`src/verilog/cam_usb_pkg.sv`:
```
`default_nettype none

package cam_usb_pkg;

  // ========================================
  // camera and pixel sizes
  // ========================================
  localparam int CAM_BYTE_W = 8;                     // camera bus
  localparam int PIXEL_W    = 16;                    // two bytes per pixel

  // ========================================
  // byte FIFO
  // ========================================
  localparam int BYTE_FIFO_DEPTH    = 2048;          // bytes
  localparam int FIFO_CNT_W         = 12;            // 0..2048
  localparam int FIFO_ADDR_W        = 11;            // byte pointer width
  localparam int ALMOST_FULL_MARGIN = 16;            // free bytes kept in reserve

  // ========================================
  // USB bulk side
  // ========================================
  localparam int PKT_BYTES = 512;                    // fixed bulk packet
  localparam int PKT_CNT_W = 9;                      // 0..511 pops inside a packet

  localparam int HEARTBEAT_HALF_DEFAULT = 30_000_000; // half second at 60 MHz

  typedef enum logic [1:0] {
    FEED_IDLE  = 2'd0,                               // waiting for a full packet
    FEED_BURST = 2'd1                                // packet in progress
  } feeder_state_t;

endpackage

`default_nettype wire

```
`src/verilog/heartbeat_div.sv`:
```
`timescale 1ns/1ps
`default_nettype none

module heartbeat_div
  import cam_usb_pkg::*;
#(
  parameter int unsigned HEARTBEAT_HALF = HEARTBEAT_HALF_DEFAULT
) (
  input  wire logic ulpi_clk,
  input  wire logic I_rst_n,
  output logic      heartbeat_o
);

  logic [31:0] div_cnt_q;                            // up to ~4.29e9 cycles
  logic        wrap;

  assign wrap = (div_cnt_q == 32'(HEARTBEAT_HALF - 1));

  always_ff @(posedge ulpi_clk or negedge I_rst_n) begin
    if (!I_rst_n) begin
      div_cnt_q   <= '0;
      heartbeat_o <= 1'b0;
    end else if (wrap) begin
      div_cnt_q   <= '0;
      heartbeat_o <= ~heartbeat_o;                   // one toggle per half period
    end else begin
      div_cnt_q <= div_cnt_q + 32'd1;
    end
  end

endmodule

`default_nettype wire

```
`config.mk`:
```
export PLATFORM = sky130hd
export DESIGN_NAME = heartbeat_div
export DESIGN_NICKNAME = d
export VERILOG_FILES = /design/src/verilog/cam_usb_pkg.sv /design/src/verilog/heartbeat_div.sv
export SDC_FILE = /design/constraint.sdc
export NUM_CORES = 1
export LEC_CHECK = 0
export BUFFER_PORTS_ARGS = -buffer_cell sky130_fd_sc_hd__buf_2
export CORE_MARGIN = 3
export CORE_UTILIZATION = 45
export CTS_CLUSTER_SIZE = 14
export DETAILED_ROUTE_END_ITERATION = 8
export PLACE_DENSITY = 0.64
export REMOVE_ABC_BUFFERS = 1
export SLEW_MARGIN = 15
export SYNTH_ARGS = -nofsm -noshare
export SYNTH_HDL_FRONTEND = slang
export SYNTH_SLANG_ARGS = --single-unit
```
`constraint.sdc`:
```
create_clock -name ulpi_clk -period 1.9 [get_ports ulpi_clk]
set_input_delay 0.38 -clock ulpi_clk [delete_from_list [all_inputs] [get_ports ulpi_clk]]
set_output_delay 0.38 -clock ulpi_clk [all_outputs]
set_load 0.02 [all_outputs]
```
==> After elaboration in Yosys (flattened, before gate mapping) <==
Index checks and enable logic that the tools add are counted.
{ "classes": {"shift": 0, "div": 0, "mux": 1, "eq_ne": 1, "bitwise_logic": 1, "order_cmp": 0, "add_sub_neg": 1, "n_reduce_logical": 0, "mul": 0} }
{ "ops": {"columns": ["op", "n"], "rows": [
  ["32-bit by 1-bit adder with 32-bit output (second input constant)", 1],
  ["32-bit by 25-bit == test with 1-bit output (second input constant)", 1],
  ["32-bit 2-to-1 mux", 1],
  ["1-bit inverter", 1]
]} }
{ "totals": {"regBits": 33, "rom_bits": 0, "ram_bits": 0, "latch_bits": 0, "mem_count": 0} }

==> Longest topological paths before layout <==
{ "depth": {"ltp_word": 2, "ltp_mapped": 6} }

==> Worst setup path after synthesis <==
OpenSTA, ideal clock, no wires.
{ "synth_path": {"kind": "register to register", "from": "register div_cnt_q[25]", "to": "register heartbeat_o", "t_required_ps": 1821, "slack_ps": 419, "arrival_ps": 1402, "stages_incl_launch_ff": 7, "cell_sequence": "dfrtp_1 > nor4b_1 > and3_1 > nand4_2 > nor2_2 > buf_4 > xor2_1"} }
{ "synth_via": {"elab_chain_len": 1} }
{ "synth_rtl": {"columns": ["element", "line", "source"], "rows": [
  ["start: declaration", "heartbeat_div.sv:14", "logic [31:0] div_cnt_q;"],
  ["start signal: assignment", "heartbeat_div.sv:27", "div_cnt_q <= div_cnt_q + 32'd1;"],
  ["32-bit by 25-bit == test with 1-bit output", "heartbeat_div.sv:17", "assign wrap = (div_cnt_q == 32'(HEARTBEAT_HALF - 1));"],
  ["end signal: assignment", "heartbeat_div.sv:25", "heartbeat_o <= ~heartbeat_o;"],
  ["end: declaration", "heartbeat_div.sv:11", "output logic heartbeat_o"]
]} }
No other way between the ends.
A chain may end at the register's enable or synchronous reset.

==> Final worst setup path <==
Ends and elaborated chain as after synthesis.

==> results.sh <==
export IMPL_cp_required_ns=2.17
export IMPL_gr_total_overflow=0
export IMPL_grt_use_total_pct=14.1
export IMPL_min_path_type="in2async"
export IMPL_n_antenna_cell=0
export IMPL_max_clock_freq_mhz=571
export IMPL_port_buffers=2
export IMPL_worst_endpoint_arrival_ns=2.02
export IMPL_fin_cells=199
export IMPL_dr_pass1_iters=4
export IMPL_avgViaCountPerCell=5.24
export IMPL_cts_sinks=33
export IMPL_dp_cells=191
export IMPL_worst_path_max_fanout=6
export IMPL_power_leakage_nw=0.849
export IMPL_worst_pin_slew_ns=0.718
export IMPL_antenna_found_initial=0
export IMPL_syn_area_um2=1580
export IMPL_place_congestion=0.832
export IMPL_drc=0
export IMPL_crit_type="reg2reg"
export IMPL_vias=1043
export IMPL_pin_count=3
export IMPL_power_density_nw_per_um2=722
export IMPL_irDropWorstVdd_mv=0.428
export IMPL_synth_async_reset_ratio_pct=100
export IMPL_finalHoldWorstSlack_ns=0.0878
export IMPL_regArea_um2=826
export IMPL_rr_startpoint="div_cnt_q[25]"
export IMPL_cts_repair_resized=0
export IMPL_status="finished clean"
export IMPL_multi_input_area_um2=738
export IMPL_cts_buffers=5
export IMPL_postCtsSetupBuffers=0
export IMPL_path_cells="nor4b_1 -> and3_1 -> nand4_2 -> nor2_2 -> buf_4 -> xor2_1"
export IMPL_synth_warning_count=0
export IMPL_final_max_slew_viol_count=0
export IMPL_syn_inst=144
export IMPL_finalCritPeriodShare_pct=92.2
export IMPL_worst_path_largest_cell_delay_ns=0.43
export IMPL_clkSlewWorstSetupHoldPaths_ns=0.10
export IMPL_syn2layout_area_growth_pct=10.1
export IMPL_wirelength_mm=2.63
export IMPL_cts_root_buf="clkbuf_4"
export IMPL_yosysSeqAreaShare_pct=52.3
export IMPL_die_area_um2=4260
export IMPL_die_x_um=65.3
export IMPL_core_area_um2=3200
export IMPL_critPathSlowestCell="dfrtp_1"
export IMPL_reg2reg_to="heartbeat_o"
export IMPL_drt_iter0_markers=23
export IMPL_rows=20
export IMPL_wl_per_cell_um=13.2
export IMPL_fill_cells=308
export IMPL_power_total_mw=1.26
export IMPL_syn_area_per_cell_um2=11.0
export IMPL_slew_headroom_pct=52.2
export IMPL_grt_pass1_wl_mm=4.46
export IMPL_dp_hpwl_mm=1.86
export IMPL_setup_tns_ns=0
export IMPL_worst_r2r_path_depth=6
export IMPL_ys_ff_latch=33
export IMPL_die_height_um=65.3
export IMPL_synthFlopType="dfrtp_1"
export IMPL_skew_ns=0.0120
export IMPL_synth_edff_count=0
export IMPL_clk_latency_ns=0.33
export IMPL_maxCapViolCount=0
export IMPL_h_tree_depth=2
export IMPL_clk_path_buf_depth=2
export IMPL_cts_tree="yes"
export IMPL_start_util_pct=49.3
export IMPL_fin_nets=157
export IMPL_drive_gt1_share_pct=16.8
export IMPL_holdBufCountCts=0
export IMPL_ant_nets=0
export IMPL_hold_viol_final=0
export IMPL_grt_pass1_vias=968
export IMPL_worstSetupStartpointType="register"
export IMPL_rsz0062_at_grt="no"
export IMPL_cp_end_kind="register"
export IMPL_r2r_setup_slack_ns=0.15
export IMPL_finalSetupViolations=0
export IMPL_synth_cell_types=30
export IMPL_grt_max_degree=34
export IMPL_period_minus_slack_ns=1.75
[registers in the layout, indices dropped and copies added, names as in the netlist]
name / flops
div_cnt_q: 32
heartbeat_o: 1
[worst max-delay path, delay by kind of cell, from the launching register on]
family,cells,cell delay [ns]
xor+xnor,1,0.15
buf+inv,1,0.16
flops,1,0.43
simple gates,4,0.96
[power breakdown]
group / total [mW] / leakage (nW) / internal, mW / switching (mW)
Combinational: 0.0136 / 0.357 / 0.000739 / 0.0128
Clock: 0.541 / 0.0455 / 0.314 / 0.227
Sequential: 0.702 / 0.447 / 0.702 / 0
[worst max-delay path by stage]
stage	from	end	depth (start not counted)
after floorplan	div_cnt_q[25]	heartbeat_o	5
after global placement	div_cnt_q[25]	heartbeat_o	6
after detailed placement	div_cnt_q[25]	heartbeat_o	6
after CTS	div_cnt_q[25]	heartbeat_o	6
after global routing	div_cnt_q[25]	heartbeat_o	6
final	div_cnt_q[25]	heartbeat_o	6
[through the flow]
| stage | setup slack, ns | area [µm²] | util (%) |
|---|---|---|---|
| after floorplan | 0.367 | 1570 | - |
| after global placement | 0.201 | 1660 | 51.7 |
| after detailed placement | 0.158 | 1660 | 51.7 |
| after CTS | 0.132 | 1740 | 54.3 |
| after global routing | 0.0333 | 1740 | 54.3 |
| final | 0.148 | 1740 | 54.3 |
[routing by layer]
metal  GRT usage, %  share of wire (%)
met1           18.6                 49
met2           20.7                 45
met3           6.15                3.9
met4           4.66                1.6
met5              0                  0
[cell families after synthesis]
| logic type | Yosys count | share of synthesized area (%) |
|---|---|---|
| compound gates | 6 | 2.30 |
| xor+xnor | 27 | 15.0 |
| fa+ha+maj | 1 | 0.792 |
| simple gates | 74 | 28.7 |
| buf+inv | 3 | 1.03 |
| flops | 33 | 52.3 |
[synth_stat cells (2+ instances only)]
| master | number | share of area, % |
|---|---|---|
| nor4b_1 | 2 | 1.1 |
| nand2_1 | 15 | 3.6 |
| xnor2_1 | 18 | 10 |
| nor3_1 | 4 | 1.3 |
| and3_2 | 5 | 2.4 |
| nor2_1 | 13 | 3.1 |
| o211ai_1 | 2 | 0.95 |
| nor4_1 | 5 | 2.0 |
| nand3_1 | 11 | 3.5 |
| and4_1 | 2 | 1.1 |
| xor2_1 | 9 | 5.0 |
| dfrtp_1 | 33 | 52 |
| nand4_2 | 2 | 1.6 |
| and3_1 | 3 | 1.2 |
| nand4_1 | 2 | 0.79 |
| nor3_4 | 2 | 2.1 |
| a21oi_1 | 3 | 0.95 |
[placed cells by master, fill, tap and decap left out, types with 3 or more instances in the layout]
cell,synthesis,final
and3_1,3,3
nor2_1,13,13
nand2_1,15,15
nand3_1,11,11
nor4_1,5,5
dfrtp_1,33,33
xnor2_1,18,18
a21oi_1,3,3
clkbuf_4,0,5
and3_2,5,5
buf_4,1,3
nor3_1,4,4
xor2_1,9,9
[final cells by class]
class	instances	area share, %
flip-flops and latches	33	47.4
multi-input cells	108	42.4
clock buffers	7	3.16
well taps	44	3.16
repair buffers	5	1.87
clock inverters	1	1.73
inverters	1	0.216
No activity file was read; power rests on OpenSTA's default activity.
