==> config.mk <==
export PLATFORM = sky130hd
export DESIGN_NAME = pixel_capture
export DESIGN_NICKNAME = d
export VERILOG_FILES = /design/src/verilog/cam_usb_pkg.sv /design/src/verilog/pixel_capture.sv
export SDC_FILE = /design/constraint.sdc
export NUM_CORES = 1
export LEC_CHECK = 0
export ABC_AREA = 1
export BUFFER_PORTS_ARGS = -buffer_cell sky130_fd_sc_hd__buf_2
export CORE_MARGIN = 3
export CORE_UTILIZATION = 49
export DETAILED_ROUTE_END_ITERATION = 8
export HOLD_SLACK_MARGIN = 0.02
export PLACE_DENSITY = 0.85
export SETUP_SLACK_MARGIN = 0.4
export SLEW_MARGIN = 40
export SYNTH_ARGS = -nofsm -noshare
export SYNTH_HDL_FRONTEND = slang
export SYNTH_SLANG_ARGS = --single-unit
==> constraint.sdc <==
create_clock -name ulpi_clk -period 4.7 [get_ports ulpi_clk]
set_input_delay 0.235 -clock ulpi_clk [delete_from_list [all_inputs] [get_ports ulpi_clk]]
set_output_delay 0.235 -clock ulpi_clk [all_outputs]
set_load 0.02 [all_outputs]
==> src/verilog/cam_usb_pkg.sv <==
`default_nettype none

package cam_usb_pkg;

  // ========================================
  // camera and pixel sizes
  // ========================================
  localparam int CAM_BYTE_W = 8;                     // camera bus
  localparam int PIXEL_W    = 16;                    // two bytes per pixel

  // ========================================
  // byte FIFO
  // ========================================
  localparam int BYTE_FIFO_DEPTH    = 2048;          // bytes
  localparam int FIFO_CNT_W         = 12;            // 0..2048
  localparam int FIFO_ADDR_W        = 11;            // byte pointer width
  localparam int ALMOST_FULL_MARGIN = 16;            // free bytes kept in reserve

  // ========================================
  // USB bulk side
  // ========================================
  localparam int PKT_BYTES = 512;                    // fixed bulk packet
  localparam int PKT_CNT_W = 9;                      // 0..511 pops inside a packet

  localparam int HEARTBEAT_HALF_DEFAULT = 30_000_000; // half second at 60 MHz

  typedef enum logic [1:0] {
    FEED_IDLE  = 2'd0,                               // waiting for a full packet
    FEED_BURST = 2'd1                                // packet in progress
  } feeder_state_t;

endpackage

`default_nettype wire

==> src/verilog/pixel_capture.sv <==
`timescale 1ns/1ps
`default_nettype none

module pixel_capture
  import cam_usb_pkg::*;
(
  input  wire logic                  ulpi_clk,
  input  wire logic                  I_rst_n,
  input  wire logic                  cam_vsync_i,
  input  wire logic                  cam_href_i,
  input  wire logic [CAM_BYTE_W-1:0] cam_data_i,
  input  wire logic                  pix_ready_i,
  output logic                       pix_valid_o,
  output logic [PIXEL_W-1:0]         pix_data_o
);

  // ========================================
  // byte pairing
  // ========================================
  logic                  phase_q;                    // 1 = high byte already held
  logic [CAM_BYTE_W-1:0] hi_byte_q;                  // first byte of the pair
  logic                  byte_en;                    // camera byte this cycle
  logic                  pair_done;                  // second byte of a pair

  assign byte_en   = cam_href_i & ~cam_vsync_i;      // vsync wins over href
  assign pair_done = byte_en & phase_q;

  always_ff @(posedge ulpi_clk or negedge I_rst_n) begin
    if (!I_rst_n) begin
      phase_q <= 1'b0;
    end else if (cam_vsync_i) begin
      phase_q <= 1'b0;                               // frame starts on a pixel boundary
    end else if (byte_en) begin
      phase_q <= ~phase_q;
    end
  end

  // high byte register, payload only
  always_ff @(posedge ulpi_clk) begin
    if (byte_en && !phase_q) begin
      hi_byte_q <= cam_data_i;
    end
  end

  // ========================================
  // pixel output
  // ========================================
  always_ff @(posedge ulpi_clk or negedge I_rst_n) begin
    if (!I_rst_n) begin
      pix_valid_o <= 1'b0;
    end else if (pair_done) begin
      pix_valid_o <= 1'b1;                           // one cycle after 2nd byte
    end else if (pix_valid_o && pix_ready_i) begin
      pix_valid_o <= 1'b0;                           // taken by the FIFO
    end else if (pix_valid_o) begin
      pix_valid_o <= 1'b0;                           // refused, pixel is lost
    end
  end

  // first byte of the pair goes high
  always_ff @(posedge ulpi_clk) begin
    if (pair_done) begin
      pix_data_o <= {hi_byte_q, cam_data_i};
    end
  end

endmodule

`default_nettype wire

# Yosys cells after proc, flatten, opt, wreduce, memory -nomap -nowiden

Index checks and enable logic that the tools add are counted.

Register bits: 26
Bits of input ports: 13

Reductions and logical operators: 3
Bitwise gates (word level): 4
Muxes and demuxes: 3

Operator list:

| cell               | count |
|---|---|
| 1-bit 2-to-1 mux   | 3 |
| 1-bit AND          | 2 |
| 1-bit inverter     | 2 |
| 2-bit nonzero test | 1 |
| 1-bit logical AND  | 1 |
| 1-bit zero test    | 1 |

# Depth between registers and ports, before layout

Word-level depth: 4
Depth in mapped cells: 3
Depth with buffers taken out: 3

# Worst setup path after synthesis

OpenSTA, ideal clock, no wires.

Path type: flip-flop to flip-flop
Start: register phase_q
End: register pix_data_o[0] (enable)
Path slack: 3.205 ns
Cell stages (with the launch flop): 3
Library setup time: 0.390 ns
Buffers on the path: 0
Arrival time: 1.105 ns
Required time: 4.310 ns
Cells stage by stage: dfrtp_1 -> inv_1 -> nor2_1

Word-level cells in the longest chain between the ends: 1

RTL lines:

| what                   | RTL line            | source |
|---|---|---|
| from (decl)            | pixel_capture.sv:20 | `logic phase_q;` |
| from (signal assigned) | pixel_capture.sv:34 | `phase_q <= ~phase_q;` |
| 1-bit AND              | pixel_capture.sv:26 | `assign pair_done = byte_en & phase_q;` |
| named net pair_done    | pixel_capture.sv:23 | `logic pair_done;` |
| to (signal assigned)   | pixel_capture.sv:63 | `pix_data_o <= {hi_byte_q, cam_data_i};` |
| to (decl)              | pixel_capture.sv:14 | `output logic [PIXEL_W-1:0] pix_data_o` |

The timed path passes the listed nets, and every way through them passes these cells.
A chain may end at the register's enable or synchronous reset.

# Worst setup path after layout

Start: register phase_q
End: register hi_byte_q[2] (enable)

Word-level cells in the longest chain between the ends: 2

RTL lines:

| what                 | RTL line            | source |
|---|---|---|
| 1-bit zero test      | pixel_capture.sv:40 | `if (byte_en && !phase_q) begin` |
| 1-bit logical AND    | pixel_capture.sv:40 |  |
| to (signal assigned) | pixel_capture.sv:41 | `hi_byte_q <= cam_data_i;` |
| to (decl)            | pixel_capture.sv:21 | `logic [CAM_BYTE_W-1:0] hi_byte_q;` |

Every way passes these cells.

==> metrics.log <==
INFO  metric synth_top_family_by_area = simple AND/OR/NAND/NOR gates
INFO  metric grt.overflow.total = 0
INFO  metric worst_ep_arrival_time = 1.14 ns
INFO  metric design.die.area = 0.00217 mm^2
INFO  metric outcome = completed
INFO  metric drtIter0Drc = 15
INFO  metric ys_warn_count = 0
INFO  metric max_stage_delay = 0.40 ns
INFO  metric crit_chain = inv_1, nand3_1, inv_1
INFO  metric synthSimpleGateAreaFrac = 2.95%
INFO  metric critPathMostFrequentCell = sky130_fd_sc_hd__inv_1
INFO  metric dp_hpwl = 800 um
INFO  metric cap_viol_max_count = 0
INFO  metric cts-root-buf = sky130_fd_sc_hd__clkbuf_4
INFO  metric via_density = 4.67
INFO  metric post_route_cells_drive_above_1_share = 46.4%
INFO  metric syn_inst = 35
INFO  metric drt-wirelength-per-cell = 12.9 um
INFO  metric die_height = 46.6 um
INFO  metric detail_route.drc_violations = 0
INFO  metric synth_area = 806 um^2
INFO  metric std_cell_rows = 14
INFO  metric slew-limit-headroom = 79.6%
INFO  metric start_util = 52.9%
INFO  metric unrepaired_setup_endpoints_after_global_routing = no
INFO  metric min_path_type = primary input to register
INFO  metric timing_hold_violations_final = 0
INFO  metric min_period_over_period = 24.4%
INFO  metric grt.total_usage = 10.9%
INFO  metric synth-xor-area-share = 0%
INFO  metric numClockSinks = 26
INFO  metric number_of_endpoints_failing_setup_at_the_final_stage = 0
INFO  metric postLayoutCellArea = 0.00101 mm^2
INFO  metric drt_pass1_iterations = 4
INFO  metric fp.dieW = 46.6 um
INFO  metric path_class = register to register
INFO  metric synthesized_area_fraction_occupied_by_ao_oa_aoi_and_oai_cells = 0%
INFO  metric grt_start_max_net_pins = 17
INFO  metric clock_latency = 0.31 ns
INFO  metric worst_setup_hold_path_clk_slew = 0.13 ns
INFO  metric h-tree-depth = 1
INFO  metric maximum_fanout_along_the_worst_path = 8
INFO  metric antenna_found_initial = 0
INFO  metric worst_path_max_delay_cell = sky130_fd_sc_hd__dfrtp_1
INFO  metric cts_tree = built
INFO  metric placement.io_buffers = 28
INFO  metric crit_required = 4.69 ns
INFO  metric max-vdd-ir-drop = 0.245 mV
INFO  metric post_cts_setup_buffer_count = 0
INFO  metric dr_total_vias = 397
INFO  metric worstSetupStartpointType = register
INFO  metric synth-seq-area-share = 95.7%
INFO  metric grt_first_pass_wirelength = 1550 um
INFO  metric cts_made_buffers = 3
INFO  metric final_wirelength = 1100 um
INFO  metric adder_cell_share_of_the_synthesized_area = 0%
INFO  metric number_of_distinct_library_cells_after_synthesis = 6
INFO  metric synth_fp_nets = 48
INFO  metric finalCriticalPeriod = 1.15 ns
INFO  metric core-area = 0.00152 mm^2
INFO  metric kind_of_end_point_of_the_critical_path = register
INFO  metric num_io_pins = 30
INFO  metric antenna_cells = 0
INFO  metric synth.mux.area_fraction = 0%
INFO  metric syn-mean-instance-area = 23.0 um^2
INFO  metric final-max-slew-violation-count = 0
INFO  metric ant_nets = 0
INFO  metric clock_skew = 0.00632 ns
INFO  metric postSynthRegisterBits = 26
INFO  metric power.leakage = 0.413 nW
INFO  metric placedInstanceArea = 973 um^2
INFO  metric grt_pass1_vias = 382
INFO  metric fmax = 872 MHz
INFO  metric routabilityCongestion = 0.684
INFO  metric num-nets-final = 83
INFO  metric power.density_cell_area = 366 mW/mm^2
INFO  metric worstMarginPinSlew = 0.305 ns
INFO  metric clk_path_buf_depth = 2
INFO  metric final_total_pwr = 370 uW
INFO  metric setup_tns = 0 ns
INFO  metric flow.area_growth_from_synthesis = 25.3%
[synth_stat cells, drive strengths merged]
cell | count | area, um^2
nor2 | 2 | 7.51
nand2 | 3 | 11.3
edfxtp | 24 | 721
dfrtp | 2 | 50.1
inv | 3 | 11.3
nand3 | 1 | 5.00
[repair_timing]
action | CTS | global route
hold buffers | 1 | 0
hold endpoints to repair | 2 | 0
resized for setup | 0 | 0
[state kept, by name (all words and copies together), names as in the netlist]
| name | cells |
|---|---|
| pix_valid_o | 1 |
| hi_byte_q | 8 |
| phase_q | 1 |
| pix_data_o | 16 |
[worst paths after layout]
kind / end / cells after the start / slack [ns] / from
hold / removal: pix_data_o[6] / 1 / 0.11 / cam_data_i[6]
setup reg to reg: hi_byte_q[2] / 3 / 3.55 / phase_q
min in group asynchronous: pix_valid_o / 2 / 0.24 / I_rst_n
setup / recovery: hi_byte_q[2] / 3 / 3.55 / phase_q
max in group asynchronous: phase_q / 2 / 4.37 / I_rst_n
hold reg to reg: pix_data_o[10] / 0 / 0.43 / hi_byte_q[2]
[layout make-up]
type	count	area [um^2]
well taps	16	20.0
clock buffers	3	22.5
multi-input cells	6	23.8
flip-flops and latches	26	771
clock inverters	1	3.75
repair buffers	30	158
inverters	3	11.3
fillers	99	514
[cells in the final DEF (no fill, tap or decap)]
cell type,count
sky130_fd_sc_hd__buf_2,28
sky130_fd_sc_hd__buf_4,1
sky130_fd_sc_hd__clkbuf_4,3
sky130_fd_sc_hd__clkinv_1,1
sky130_fd_sc_hd__dfrtp_1,2
sky130_fd_sc_hd__dlygate4sd3_1,1
sky130_fd_sc_hd__edfxtp_1,24
sky130_fd_sc_hd__inv_1,3
sky130_fd_sc_hd__nand2_1,3
sky130_fd_sc_hd__nand3_1,1
sky130_fd_sc_hd__nor2_1,2
[layer usage]
layer	track usage, %	vias up	wire [um]
li1	-	199	-
met1	11.2	181	407
met5	0	-	0
met4	6.82	0	0
met3	2.73	0	88
met2	19.2	17	601
[kinds of logic after synthesis]
kind of cell	Yosys count
buffers and inverters	3
DFF	26
and+or+nand+nor	6
[critical path, delay by kind of cell, from the launching register on]
kind	cells	cell delay, ns
buffers and inverters	2	0.34
and+or+nand+nor	1	0.10
DFF	1	0.40
[power breakdown]
group | internal, mW | switching, mW
clock | 0.0310 | 0.0578
sequential | 0.260 | 0.00157
combinational | 0.00690 | 0.0121
[per-stage QoR]
step | util (%) | instances | setup WS, ns | hold slack (ns)
after floorplan | - | 35 | 3.20 | -0.0606
after global placement | 63.9 | 80 | 3.59 | 0.0221
after detailed placement | 63.9 | 80 | 3.54 | 0.0236
after CTS | 66.3 | 85 | 3.55 | 0.100
after global routing | 66.3 | 85 | 3.49 | 0.0954
final | 66.3 | 85 | 3.55 | 0.105
Power figures use the tool's default switching activity.
