### config.mk
export PLATFORM = sky130hd
export DESIGN_NAME = usb_bulk_feeder
export DESIGN_NICKNAME = d
export VERILOG_FILES = /design/src/verilog/cam_usb_pkg.sv /design/src/verilog/usb_bulk_feeder.sv
export SDC_FILE = /design/constraint.sdc
export NUM_CORES = 1
export LEC_CHECK = 0
export CORE_AREA = 2 2 54 46
export DETAILED_ROUTE_END_ITERATION = 8
export DIE_AREA = 0 0 56 48
export DONT_BUFFER_PORTS = 1
export MAX_ROUTING_LAYER = met4
export PLACE_DENSITY = 0.45
export RECOVER_POWER = 100
export SETUP_SLACK_MARGIN = 0.3
export SLEW_MARGIN = 20
export SYNTH_ARGS = -nofsm -noshare
export SYNTH_HDL_FRONTEND = slang
export SYNTH_SLANG_ARGS = --single-unit
### constraint.sdc
create_clock -name ulpi_clk -period 1.6 [get_ports ulpi_clk]
set_input_delay 0.16 -clock ulpi_clk [delete_from_list [all_inputs] [get_ports ulpi_clk]]
set_output_delay 0.16 -clock ulpi_clk [all_outputs]
set_load 0.05 [all_outputs]
### src/verilog/cam_usb_pkg.sv
`default_nettype none

package cam_usb_pkg;

  // ========================================
  // camera and pixel sizes
  // ========================================
  localparam int CAM_BYTE_W = 8;                     // camera bus
  localparam int PIXEL_W    = 16;                    // two bytes per pixel

  // ========================================
  // byte FIFO
  // ========================================
  localparam int BYTE_FIFO_DEPTH    = 2048;          // bytes
  localparam int FIFO_CNT_W         = 12;            // 0..2048
  localparam int FIFO_ADDR_W        = 11;            // byte pointer width
  localparam int ALMOST_FULL_MARGIN = 16;            // free bytes kept in reserve

  // ========================================
  // USB bulk side
  // ========================================
  localparam int PKT_BYTES = 512;                    // fixed bulk packet
  localparam int PKT_CNT_W = 9;                      // 0..511 pops inside a packet

  localparam int HEARTBEAT_HALF_DEFAULT = 30_000_000; // half second at 60 MHz

  typedef enum logic [1:0] {
    FEED_IDLE  = 2'd0,                               // waiting for a full packet
    FEED_BURST = 2'd1                                // packet in progress
  } feeder_state_t;

endpackage

`default_nettype wire

### src/verilog/usb_bulk_feeder.sv
`timescale 1ns/1ps
`default_nettype none

module usb_bulk_feeder
  import cam_usb_pkg::*;
(
  input  wire logic                  ulpi_clk,
  input  wire logic                  I_rst_n,
  input  wire logic                  usb_online_i,
  input  wire logic                  usb_txpop_i,
  input  wire logic [FIFO_CNT_W-1:0] fifo_count_i,
  input  wire logic [CAM_BYTE_W-1:0] fifo_head_i,
  output logic                       fifo_pop_o,
  output logic [CAM_BYTE_W-1:0]      usb_txdat_o,
  output logic                       usb_txcork_o
);

  feeder_state_t         state_q;
  logic [PKT_CNT_W-1:0]  pkt_cnt_q;                  // pops done in this packet
  logic                  pkt_avail;                  // full packet buffered, online
  logic                  pkt_next;                   // another one left after last pop
  logic                  pop_ok;
  logic                  last_pop;

  assign pkt_avail = usb_online_i & (fifo_count_i >= FIFO_CNT_W'(PKT_BYTES));
  assign pkt_next  = usb_online_i & (fifo_count_i >= FIFO_CNT_W'(PKT_BYTES + 1));
  assign pop_ok    = usb_txpop_i & ~usb_txcork_o;    // corked pops are ignored
  assign last_pop  = pop_ok & (pkt_cnt_q == PKT_CNT_W'(PKT_BYTES - 1));

  // ========================================
  // cork FSM
  // ========================================
  always_ff @(posedge ulpi_clk or negedge I_rst_n) begin
    if (!I_rst_n) begin
      state_q      <= FEED_IDLE;
      pkt_cnt_q    <= '0;
      usb_txcork_o <= 1'b1;                          // hold the endpoint
    end else begin
      case (state_q)
        FEED_IDLE: begin
          usb_txcork_o <= ~pkt_avail;                // falls one cycle later
          if (pop_ok && usb_online_i) begin
            state_q      <= FEED_BURST;              // first byte of packet
            pkt_cnt_q    <= PKT_CNT_W'(1);
            usb_txcork_o <= 1'b0;
          end
        end
        FEED_BURST: begin
          if (!usb_online_i) begin
            state_q      <= FEED_IDLE;               // host went away
            pkt_cnt_q    <= '0;
            usb_txcork_o <= 1'b1;
          end else if (last_pop) begin
            state_q      <= FEED_IDLE;
            pkt_cnt_q    <= '0;
            usb_txcork_o <= ~pkt_next;               // stay open if more is ready
          end else if (pop_ok) begin
            pkt_cnt_q <= pkt_cnt_q + PKT_CNT_W'(1);
          end
        end
        default: begin
          state_q      <= FEED_IDLE;
          pkt_cnt_q    <= '0;
          usb_txcork_o <= 1'b1;
        end
      endcase
    end
  end

  // ========================================
  // data path to controller
  // ========================================
  assign fifo_pop_o  = pop_ok;
  assign usb_txdat_o = fifo_head_i;                  // FWFT head, no register

endmodule

`default_nettype wire

* Word level (Yosys, flattened, before mapping)
Cells that the tools add are included.
Word-level totals: output and inout bits 10, logic and storage cells 35, bits in latches 0, bits in registers 12, bits of input ports 24, bits in writable memories 0, memories 0, ROM bits 0
Operators by class: equality and inequality tests 5, div/mod/pow operators 0, multiplexer cells 13, $add $sub $neg 1, bitwise gates (word level) 7, shift-type cells 0, reductions and logical operators 4, multiply operators 0, order comparisons 2
Operators with widths (number):
- $mux W9 | 4
- $ge A12 B10 Y1 const B | 2
- $pmux W9 S2 | 1
- $add A9 B1 Y9 const B | 1
- $eq A9 B9 Y1 const B | 1
- $mux W2 | 3
- $and A1 B1 Y1 | 4
- $ne A4 B4 Y1 const B | 1
- $pmux W2 S2 | 1
- $reduce_and A2 Y1 | 2
- $mux W1 | 3
- $ne A3 B3 Y1 const B | 1
- $not A1 Y1 | 3
- $eq A2 B1 Y1 const B | 1
- $logic_not A2 Y1 | 1
- $ne A2 B2 Y1 const B | 1
- $pmux W1 S2 | 1
- $logic_and A1 B1 Y1 | 1

* Logic depth before layout (Yosys ltp)
Gate-level depths: netlist (run 1).
depth after elaboration 6, depth in mapped cells 8, mapped depth without buffers 8

* Worst setup path before layout (run 1)
Ideal clock, no wire load.
kind reg-to-reg, start point register usb_txcork_o, end point register usb_txcork_o, slack -0.060 ns, path buffers 0, stages on the path, launching flop included 5, clock period less this slack 1.660 ns, required time 1.523 ns, data arrival time 1.583 ns, setup time 0.077 ns, path through dfstp_2 > nand2b_2 > a21oi_1 > or4_1 > a31oi_1
Between the ends: cells in the longest elaborated chain, start to end 5, elaborated cells on any way between the ends 7, those cells by class 1 x eq/ne; 2 x mux; 3 x bitwise; 1 x reduce/logical
RTL lines:
- start, declared | line usb_bulk_feeder.sv:15 | output logic usb_txcork_o
- start signal, assigned | line usb_bulk_feeder.sv:41 | usb_txcork_o <= ~pkt_avail;
- start signal, assigned | line usb_bulk_feeder.sv:56 | usb_txcork_o <= ~pkt_next;
- $not A1 Y1 * | line usb_bulk_feeder.sv:27 | assign pop_ok = usb_txpop_i & ~usb_txcork_o;
- $and A1 B1 Y1 * | line usb_bulk_feeder.sv:27
- $logic_and A1 B1 Y1 | line usb_bulk_feeder.sv:42 | if (pop_ok && usb_online_i) begin
- $mux W1 | line usb_bulk_feeder.sv:42
- $pmux W1 S2 | line usb_bulk_feeder.sv:39 | case (state_q)
Every way passes the cells marked *; elsewhere a longest branch is shown, timed or not. A chain may end at the register's enable or synchronous reset.

* Worst setup path in the final report (run 1)
start point register pkt_cnt_q[0], end point register pkt_cnt_q[4]
Between the ends: cells in the longest elaborated chain, start to end 5, elaborated cells on any way between the ends 9, those cells by class 1 x add/sub; 2 x eq/ne; 4 x mux; 1 x bitwise; 1 x reduce/logical
RTL lines:
- start, declared | line usb_bulk_feeder.sv:19 | logic [PKT_CNT_W-1:0] pkt_cnt_q;
- start signal, assigned | line usb_bulk_feeder.sv:58 | pkt_cnt_q <= pkt_cnt_q + PKT_CNT_W'(1);
- $add A9 B1 Y9 / $eq A9 B9 Y1 (equally long branches) | line usb_bulk_feeder.sv:58, usb_bulk_feeder.sv:28
- $mux W9 / $and A1 B1 Y1 (equally long branches) | line usb_bulk_feeder.sv:57, usb_bulk_feeder.sv:28
- $mux W9 | line usb_bulk_feeder.sv:53 | end else if (last_pop) begin
- $mux W9 | line usb_bulk_feeder.sv:49 | if (!usb_online_i) begin
- $pmux W9 S2 | line usb_bulk_feeder.sv:39
Several ways; a longest one is shown, not always the timed one. The select of a mux whose other input is x is not followed.

==> flow_metrics.py, run 1 <==
metrics = {
    "floorplan": {
        "ios": 34,
        "die_h_um": 48,
        "die_w_um": 56,
        "die_area_um2": 2690,
        "initial_core_util": 0.343,
        "rows": 15,
        "core_area_um2": 2100,
    },
    "critical_path": {
        "cp.arrival_ps": 1730,
        "r2r_start": "pkt_cnt_q[0]",
        "endpoint_kind": "register",
        "crit_required_ps": 1810,
        "cp_cell_sequence": "ha_2 > nand3_2 > nor2_2 > ha_1 > nand2b_4 > clkbuf_4 > nand3_4 > nand2_4 > nor2_2",
        "cpMaxStageDelayCell": "dfrtp_1",
        "start_kind": "register",
        "worst-setup-path-type": "register to register",
        "slowest_delay_ps": 390,
        "crit_fanout": 6,
        "crit_start": "pkt_cnt_q[0]",
        "path_common_cell": "nor2_2",
    },
    "sta": {
        "worst_pin_slew_ps": 541,
        "period_share": 0.951,
        "slew_violations": 0,
        "max_freq_ghz": 0.657,
        "finalClockSkew_ps": 7.58,
        "post-route-min-period_ps": 1520,
        "setup_viol": 0,
        "tns_ps": 0,
        "rsz0062_at_grt": "yes",
        "hold_violations": 0,
        "max_slew_margin": 0.638,
    },
    "route": {
        "drt-pass1-iter-count": 4,
        "ant_nets": 0,
        "num_vias": 570,
        "drtIter0Drc": 21,
        "route.detailed.drc": 0,
        "post_drt_wl_per_cell_um": 13.9,
        "vias_per_cell": 4.91,
        "drt_wl_total_um": 1610,
    },
    "placement": {
        "placed_cells": 105,
        "dp_hpwl_um": 1160,
        "globalplace.congestion": 0.756,
        "io_buffers": 0,
    },
    "cts": {
        "cts_buffer_depth": 2,
        "cts_sinks": 11,
        "cts-root-buf": "clkbuf_4",
        "clock_latency_ps": 270,
        "path_clk_slew_ps": 80,
        "cts-htree-levels": 1,
        "cts_buffers": 3,
        "cts_tree": "yes",
    },
    "hold_path": {
        "hold_path_class": "input port to register",
        "min_from": "usb_online_i",
    },
    "synthesis": {
        "synth_area_leaders": "dfrtp_1 35%, buf_4 8.3%, xnor2_1 7.3%",
        "ys_types": 25,
        "ys_async_sr_fraction": 1.00,
        "synth_nets": 107,
        "netlist_area_um2": 722,
        "yosys_warnings": 0,
        "yosysTopAreaCell": "dfrtp_1",
        "synth_area_per_cell_um2": 8.91,
        "ys_seq_elements": 11,
        "synth-seq-area-share": 0.383,
        "synth_top_area_frac": 0.347,
        "postSynthCellCount": 81,
        "yosys_most_used_dff": "dfrtp_1",
        "synth-edff-count": 0,
    },
    "pwr": {
        "ir_drop_uv": 312,
        "p_leak_nw": 0.369,
        "cellPowerDensity_nw_per_um2": 746,
    },
    "grt": {
        "grt_usage": 0.149,
        "antenna_found_initial": 0,
        "grt-ovfl-total": 0,
        "grt_pass1_wl_um": 2820,
        "grt_max_degree": 12,
        "grt_pass1_vias": 598,
    },
    "final_layout": {
        "antennaDiodeCount": 0,
        "fillers": 219,
        "drive_above_1_share": 0.330,
        "layout_common_cells": "11 x buf_4, 9 x dfrtp_1, 7 x nor2_1, 6 x xnor2_1",
        "fin_nets": 118,
        "layout_commonest_cell": "buf_4",
        "area_delta_synth_final_pct": 22.7,
        "multi_input_area_um2": 420,
        "register_area_um2": 278,
        "instances_no_fill": 116,
    },
    "run": {
        "drv_cap": 0,
    },
    "run_status": {
        "status": "complete, no violations",
    },
}
==> area by class of cell <==
class / instances / share of cell area
Clock buffer: 4 / 0.0297
Multi-Input combinational cell: 58 / 0.475
Inverter: 2 / 0.00847
Tap cell: 25 / 0.0353
Sequential cell: 11 / 0.314
Timing Repair Buffer: 16 / 0.138
==> registers in the layout, summed over array words and instances (netlist names) <==
register	flops
pkt_cnt_q	9
state_q	1
usb_txcork_o	1
==> stage by stage <==
stage | util | hold WS, ps | setup WS [ps] | total power, W | cell area (um^2)
2_1_floorplan | - | -136 | -42.7 | 0.000449 | 732
3_3_place_gp | 0.362 | -135 | 82.2 | 0.000437 | 761
3_5_place_dp | 0.362 | -135 | 31.1 | 0.000436 | 761
4_1_cts | 0.423 | 22.4 | 33.7 | 0.000675 | 888
5_1_grt | 0.421 | 9.03 | 3.67 | 0.000717 | 886
6_report | 0.421 | 32.1 | 78.3 | 0.000661 | 886
==> path summary, 6_finish.rpt <==
path,endpoint,slack (ps),cells after the start
setup reg to reg,pkt_cnt_q[4],80,9
max in group asynchronous,state_q[0],900,1
hold / removal,state_q[0],30,1
hold reg to reg,pkt_cnt_q[8],560,1
min in group asynchronous,pkt_cnt_q[6],300,1
setup / recovery,pkt_cnt_q[4],80,9
==> timing repair <==
action,4_1_cts,5_1_grt
endpoints found under the setup margin,12,13
resized for setup,10,4
hold endpoints to repair,12,0
setup buffers,5,0
hold buffers,2,0
pin swaps,6,3
==> kinds of logic after synthesis <==
| group | count (synthesis) | share of synthesized area |
|---|---|---|
| DFF | 11 | 0.383 |
| buffers and inverters | 12 | 0.107 |
| adders and majority gates | 2 | 0.0347 |
| and+or+nand+nor | 32 | 0.229 |
| xor gates and xnor gates | 6 | 0.0728 |
| AOI/OAI and AO/OA | 18 | 0.173 |
==> metal layers <==
metal | wire length [um] | global-route usage | vias up
met2 | 697 | 0.226 | 13
met1 | 790 | 0.177 | 253
li1 | - | - | 300
met4 | 18 | 0.0619 | 0
met5 | 0 | - | -
met3 | 108 | 0.0649 | 4
==> cells in the mapped netlist (2+ instances only) <==
| library cell | instances |
|---|---|
| a211oi_1 | 4 |
| nand2_1 | 6 |
| a31oi_1 | 2 |
| ha_1 | 2 |
| nor2_1 | 10 |
| o21ai_0 | 2 |
| a21oi_1 | 4 |
| nor3_1 | 2 |
| a22o_1 | 4 |
| xnor2_1 | 6 |
| nand2b_1 | 2 |
| buf_4 | 8 |
| nand3_1 | 6 |
| buf_2 | 2 |
| dfrtp_1 | 10 |
| inv_1 | 2 |
==> worst max-delay path: cells and delay by family (launching register included) <==
kind,cells,cell delay [ps]
buf+inv,1,140
fa+ha+maj,2,390
flops,1,390
simple gates,6,530
==> power breakdown <==
part | total, W | switching [W] | internal [W]
Clock | 0.000193 | 0.0000966 | 0.0000966
Sequential | 0.000311 | 0.0000155 | 0.000295
Combinational | 0.000157 | 0.0000825 | 0.0000744
Total | 0.000661 | 0.000195 | 0.000466
(Power assumes the default switching activity.)
==> inputs of run 2 (changes only) <==
ABC_AREA = 1   (was not set)
CORE_AREA = 2 2 55 47   (was 2 2 54 46)
DIE_AREA = 0 0 57 49   (was 0 0 56 48)
PLACE_DENSITY = 0.6   (was 0.45)
==> run 2 against run 1 <==
Net effect:
- die area is 3.9% higher
- combinational power grew 10%
- routed wire length rose by 15%
- largest cell class unchanged
- sequential power is 2% higher
- critical path depth rose by 1
- synthesized cell count increased by 26%
- sequential share of layout area decreased by 4.3 points
- highest routed layer unchanged
- worst hold slack about the same
- power is 6.2% higher
- non-clock buffer count up 6
- the flow now finishes with violations (setup timing)
==> flow_metrics.py, run 2 <==
metrics = {
    "sta": {
        "whs_ps": 32.2,
        "rsz0062_at_grt": "yes",
        "period_share": 1.05,
        "tns_ps": -630,
        "hold_violations": 0,
        "max_freq_ghz": 0.595,
        "setup_slack_ps": -81.1,
        "slew_violations": 0,
        "setup_viol": 11,
        "max_slew_margin": 0.641,
        "finalClockSkew_ps": 3.61,
        "post-route-min-period_ps": 1680,
        "worst_pin_slew_ps": 537,
    },
    "route": {
        "route.met2.wl_um": 887,
        "met1_length_um": 841,
        "route.detailed.drc": 0,
        "drt_wl_total_um": 1850,
        "drt-pass1-iter-count": 4,
        "vias_per_cell": 4.73,
        "highest_layer": "met4",
        "post_drt_wl_per_cell_um": 12.6,
        "num_vias": 696,
        "wl_met3_um": 70,
        "ant_nets": 0,
        "drtIter0Drc": 25,
    },
    "final_layout": {
        "max_flop_register": "pkt_cnt_q",
        "stdcell_area_um2": 1020,
        "fillers": 202,
        "antennaDiodeCount": 0,
        "fin_nets": 147,
        "register_area_um2": 277,
        "area_delta_synth_final_pct": 38.9,
        "layout_commonest_cell": "buf_4",
        "multi_input_area_um2": 433,
        "drive_above_1_share": 0.467,
        "largest_reg_flops": 9,
        "reg.largest.list": "pkt_cnt_q (9), state_q (1), usb_txcork_o (1)",
        "layout_common_cells": "19 x buf_4, 14 x nand2_1, 11 x inv_1, 11 x nor2_1, 10 x dfrtp_1",
    },
    "synthesis": {
        "synth_common_cells": "20 x nand2_1, 15 x nor2_1, 14 x inv_1, 10 x dfrtp_1, 8 x buf_4",
        "yosysTopAreaCell": "dfrtp_1",
        "postSynthCellCount": 102,
        "synth_area_leaders": "dfrtp_1 34%, nand2_1 10%, buf_4 8.2%",
        "synth-seq-area-share": 0.376,
        "yosys_most_used_dff": "dfrtp_1",
        "synth_top_area_frac": 0.340,
        "ys_seq_elements": 11,
        "synth-edff-count": 0,
        "ys_types": 25,
        "yosys_warnings": 0,
        "netlist_area_um2": 736,
        "synth.most_common_cell": "nand2_1",
        "synth_nets": 128,
        "synth_area_per_cell_um2": 7.21,
        "ys_async_sr_fraction": 1.00,
    },
    "hold_path": {
        "hold_path_class": "input port to register",
    },
    "floorplan": {
        "ios": 34,
        "die_area_um2": 2790,
        "core_area_um2": 2280,
        "initial_core_util": 0.322,
        "die_w_um": 57,
        "rows": 16,
        "die_h_um": 49,
    },
    "cts": {
        "path_clk_slew_ps": 80,
        "cts_buffer_depth": 2,
        "cts-root-buf": "clkbuf_4",
        "cts_tree": "yes",
        "clock_latency_ps": 290,
        "cts-htree-levels": 1,
        "cts_buffers": 3,
        "cts_sinks": 11,
    },
    "pwr": {
        "cellPowerDensity_nw_per_um2": 687,
        "p_leak_nw": 0.535,
        "ir_drop_uv": 608,
    },
    "run_status": {
        "status": "finished with violations",
        "violations": "setup timing",
    },
    "critical_path": {
        "crit_required_ps": 1780,
        "start_kind": "register",
        "crit_fanout": 4,
        "cp.arrival_ps": 1860,
        "worst-setup-path-type": "register to register",
        "endpoint_kind": "register",
    },
    "placement": {
        "dp_hpwl_um": 1070,
        "io_buffers": 0,
        "dpl-instance-area_um2": 785,
        "globalplace.congestion": 0.787,
    },
    "grt": {
        "grt_pass1_vias": 704,
        "grt_usage": 0.139,
        "grt_pass1_wl_um": 2910,
        "antenna_found_initial": 0,
        "grt_max_degree": 12,
        "grt-ovfl-total": 0,
    },
    "run": {
        "drv_cap": 0,
    },
}
==> run 2: cell count changes in the layout (fill, tap and decap cells not counted), moves of 4 or more <==
cell	delta
a211oi_1	-4
a22o_1	-4
buf_4	+8
inv_1	+9
inv_2	+7
nand2_1	+9
nand2_2	+4
nand2_4	+5
nor2_1	+4
xnor2_1	-6
==> run 2: path summary, 6_finish.rpt <==
kind	slack, ps	end	start	depth (start not counted)
min in group asynchronous	280	pkt_cnt_q[2]	I_rst_n	1
max in group asynchronous	950	usb_txcork_o	I_rst_n	1
worst max-delay path	-80	pkt_cnt_q[7]	pkt_cnt_q[1]	10
worst max register to register	-80	pkt_cnt_q[7]	pkt_cnt_q[1]	10
worst min-delay path	30	pkt_cnt_q[0]	usb_online_i	2
worst min register to register	510	pkt_cnt_q[8]	pkt_cnt_q[8]	2
==> run 2: stage by stage <==
| step | power (W) | worst slack (ps) | instances | utilization |
|---|---|---|---|---|
| 6_report | 0.000702 | -81.1 | 147 | 0.448 |
| 5_1_grt | 0.000743 | -142 | 147 | 0.448 |
| 4_1_cts | 0.000649 | -42.8 | 142 | 0.400 |
| 3_5_place_dp | 0.000436 | -201 | 131 | 0.344 |
| 3_3_place_gp | 0.000434 | -68.6 | 131 | 0.344 |
| 2_1_floorplan | 0.000451 | -0.682 | 102 | - |
==> run 2: critical path, stage by stage (launching register included) <==
cell and delay (ps):
dfrtp_1 400, ha_4 170, nand2_4 50, nor4_4 230
ha_2 250, nand3_4 90, nand2_4 80, nand2_4 50
nand2_4 90, o21bai_1 110, nor2_1 50
==> run 2: cells by family after synthesis <==
logic type,after synthesis,synth area share
XOR/XNOR,1,0.0119
buffers and inverters,27,0.179
AO/OA/AOI/OAI,9,0.0714
adder cells (fa/ha/maj),2,0.0340
flip-flops,11,0.376
AND/OR/NAND/NOR,52,0.328
==> run 2: routing by layer <==
layer	up-vias	global-route usage
met4	0	0.0891
met5	-	-
met1	327	0.156
li1	345	-
met3	7	0.0159
met2	17	0.232
==> run 2: what timing repair did <==
| action | CTS | global route |
|---|---|---|
| resized for setup | 15 | 19 |
| endpoints found under the hold margin | 11 | 0 |
| buffers inserted | 6 | 5 |
| pin swaps | 8 | 11 |
| endpoints found under the setup margin | 12 | 12 |
| hold buffers | 1 | 0 |
==> run 2: layout make-up <==
type / count / share of cell area
Sequential cell: 11 / 0.271
Inverter: 19 / 0.0722
Clock buffer: 4 / 0.0257
Timing Repair Buffer: 22 / 0.175
Tap cell: 27 / 0.0330
Multi-Input combinational cell: 64 / 0.424
==> run 2: report_power, final <==
group	switching (W)	internal [W]	total, W
Sequential	0.0000208	0.000297	0.000318
Combinational	0.0000964	0.0000769	0.000173
Clock	0.000114	0.0000971	0.000211
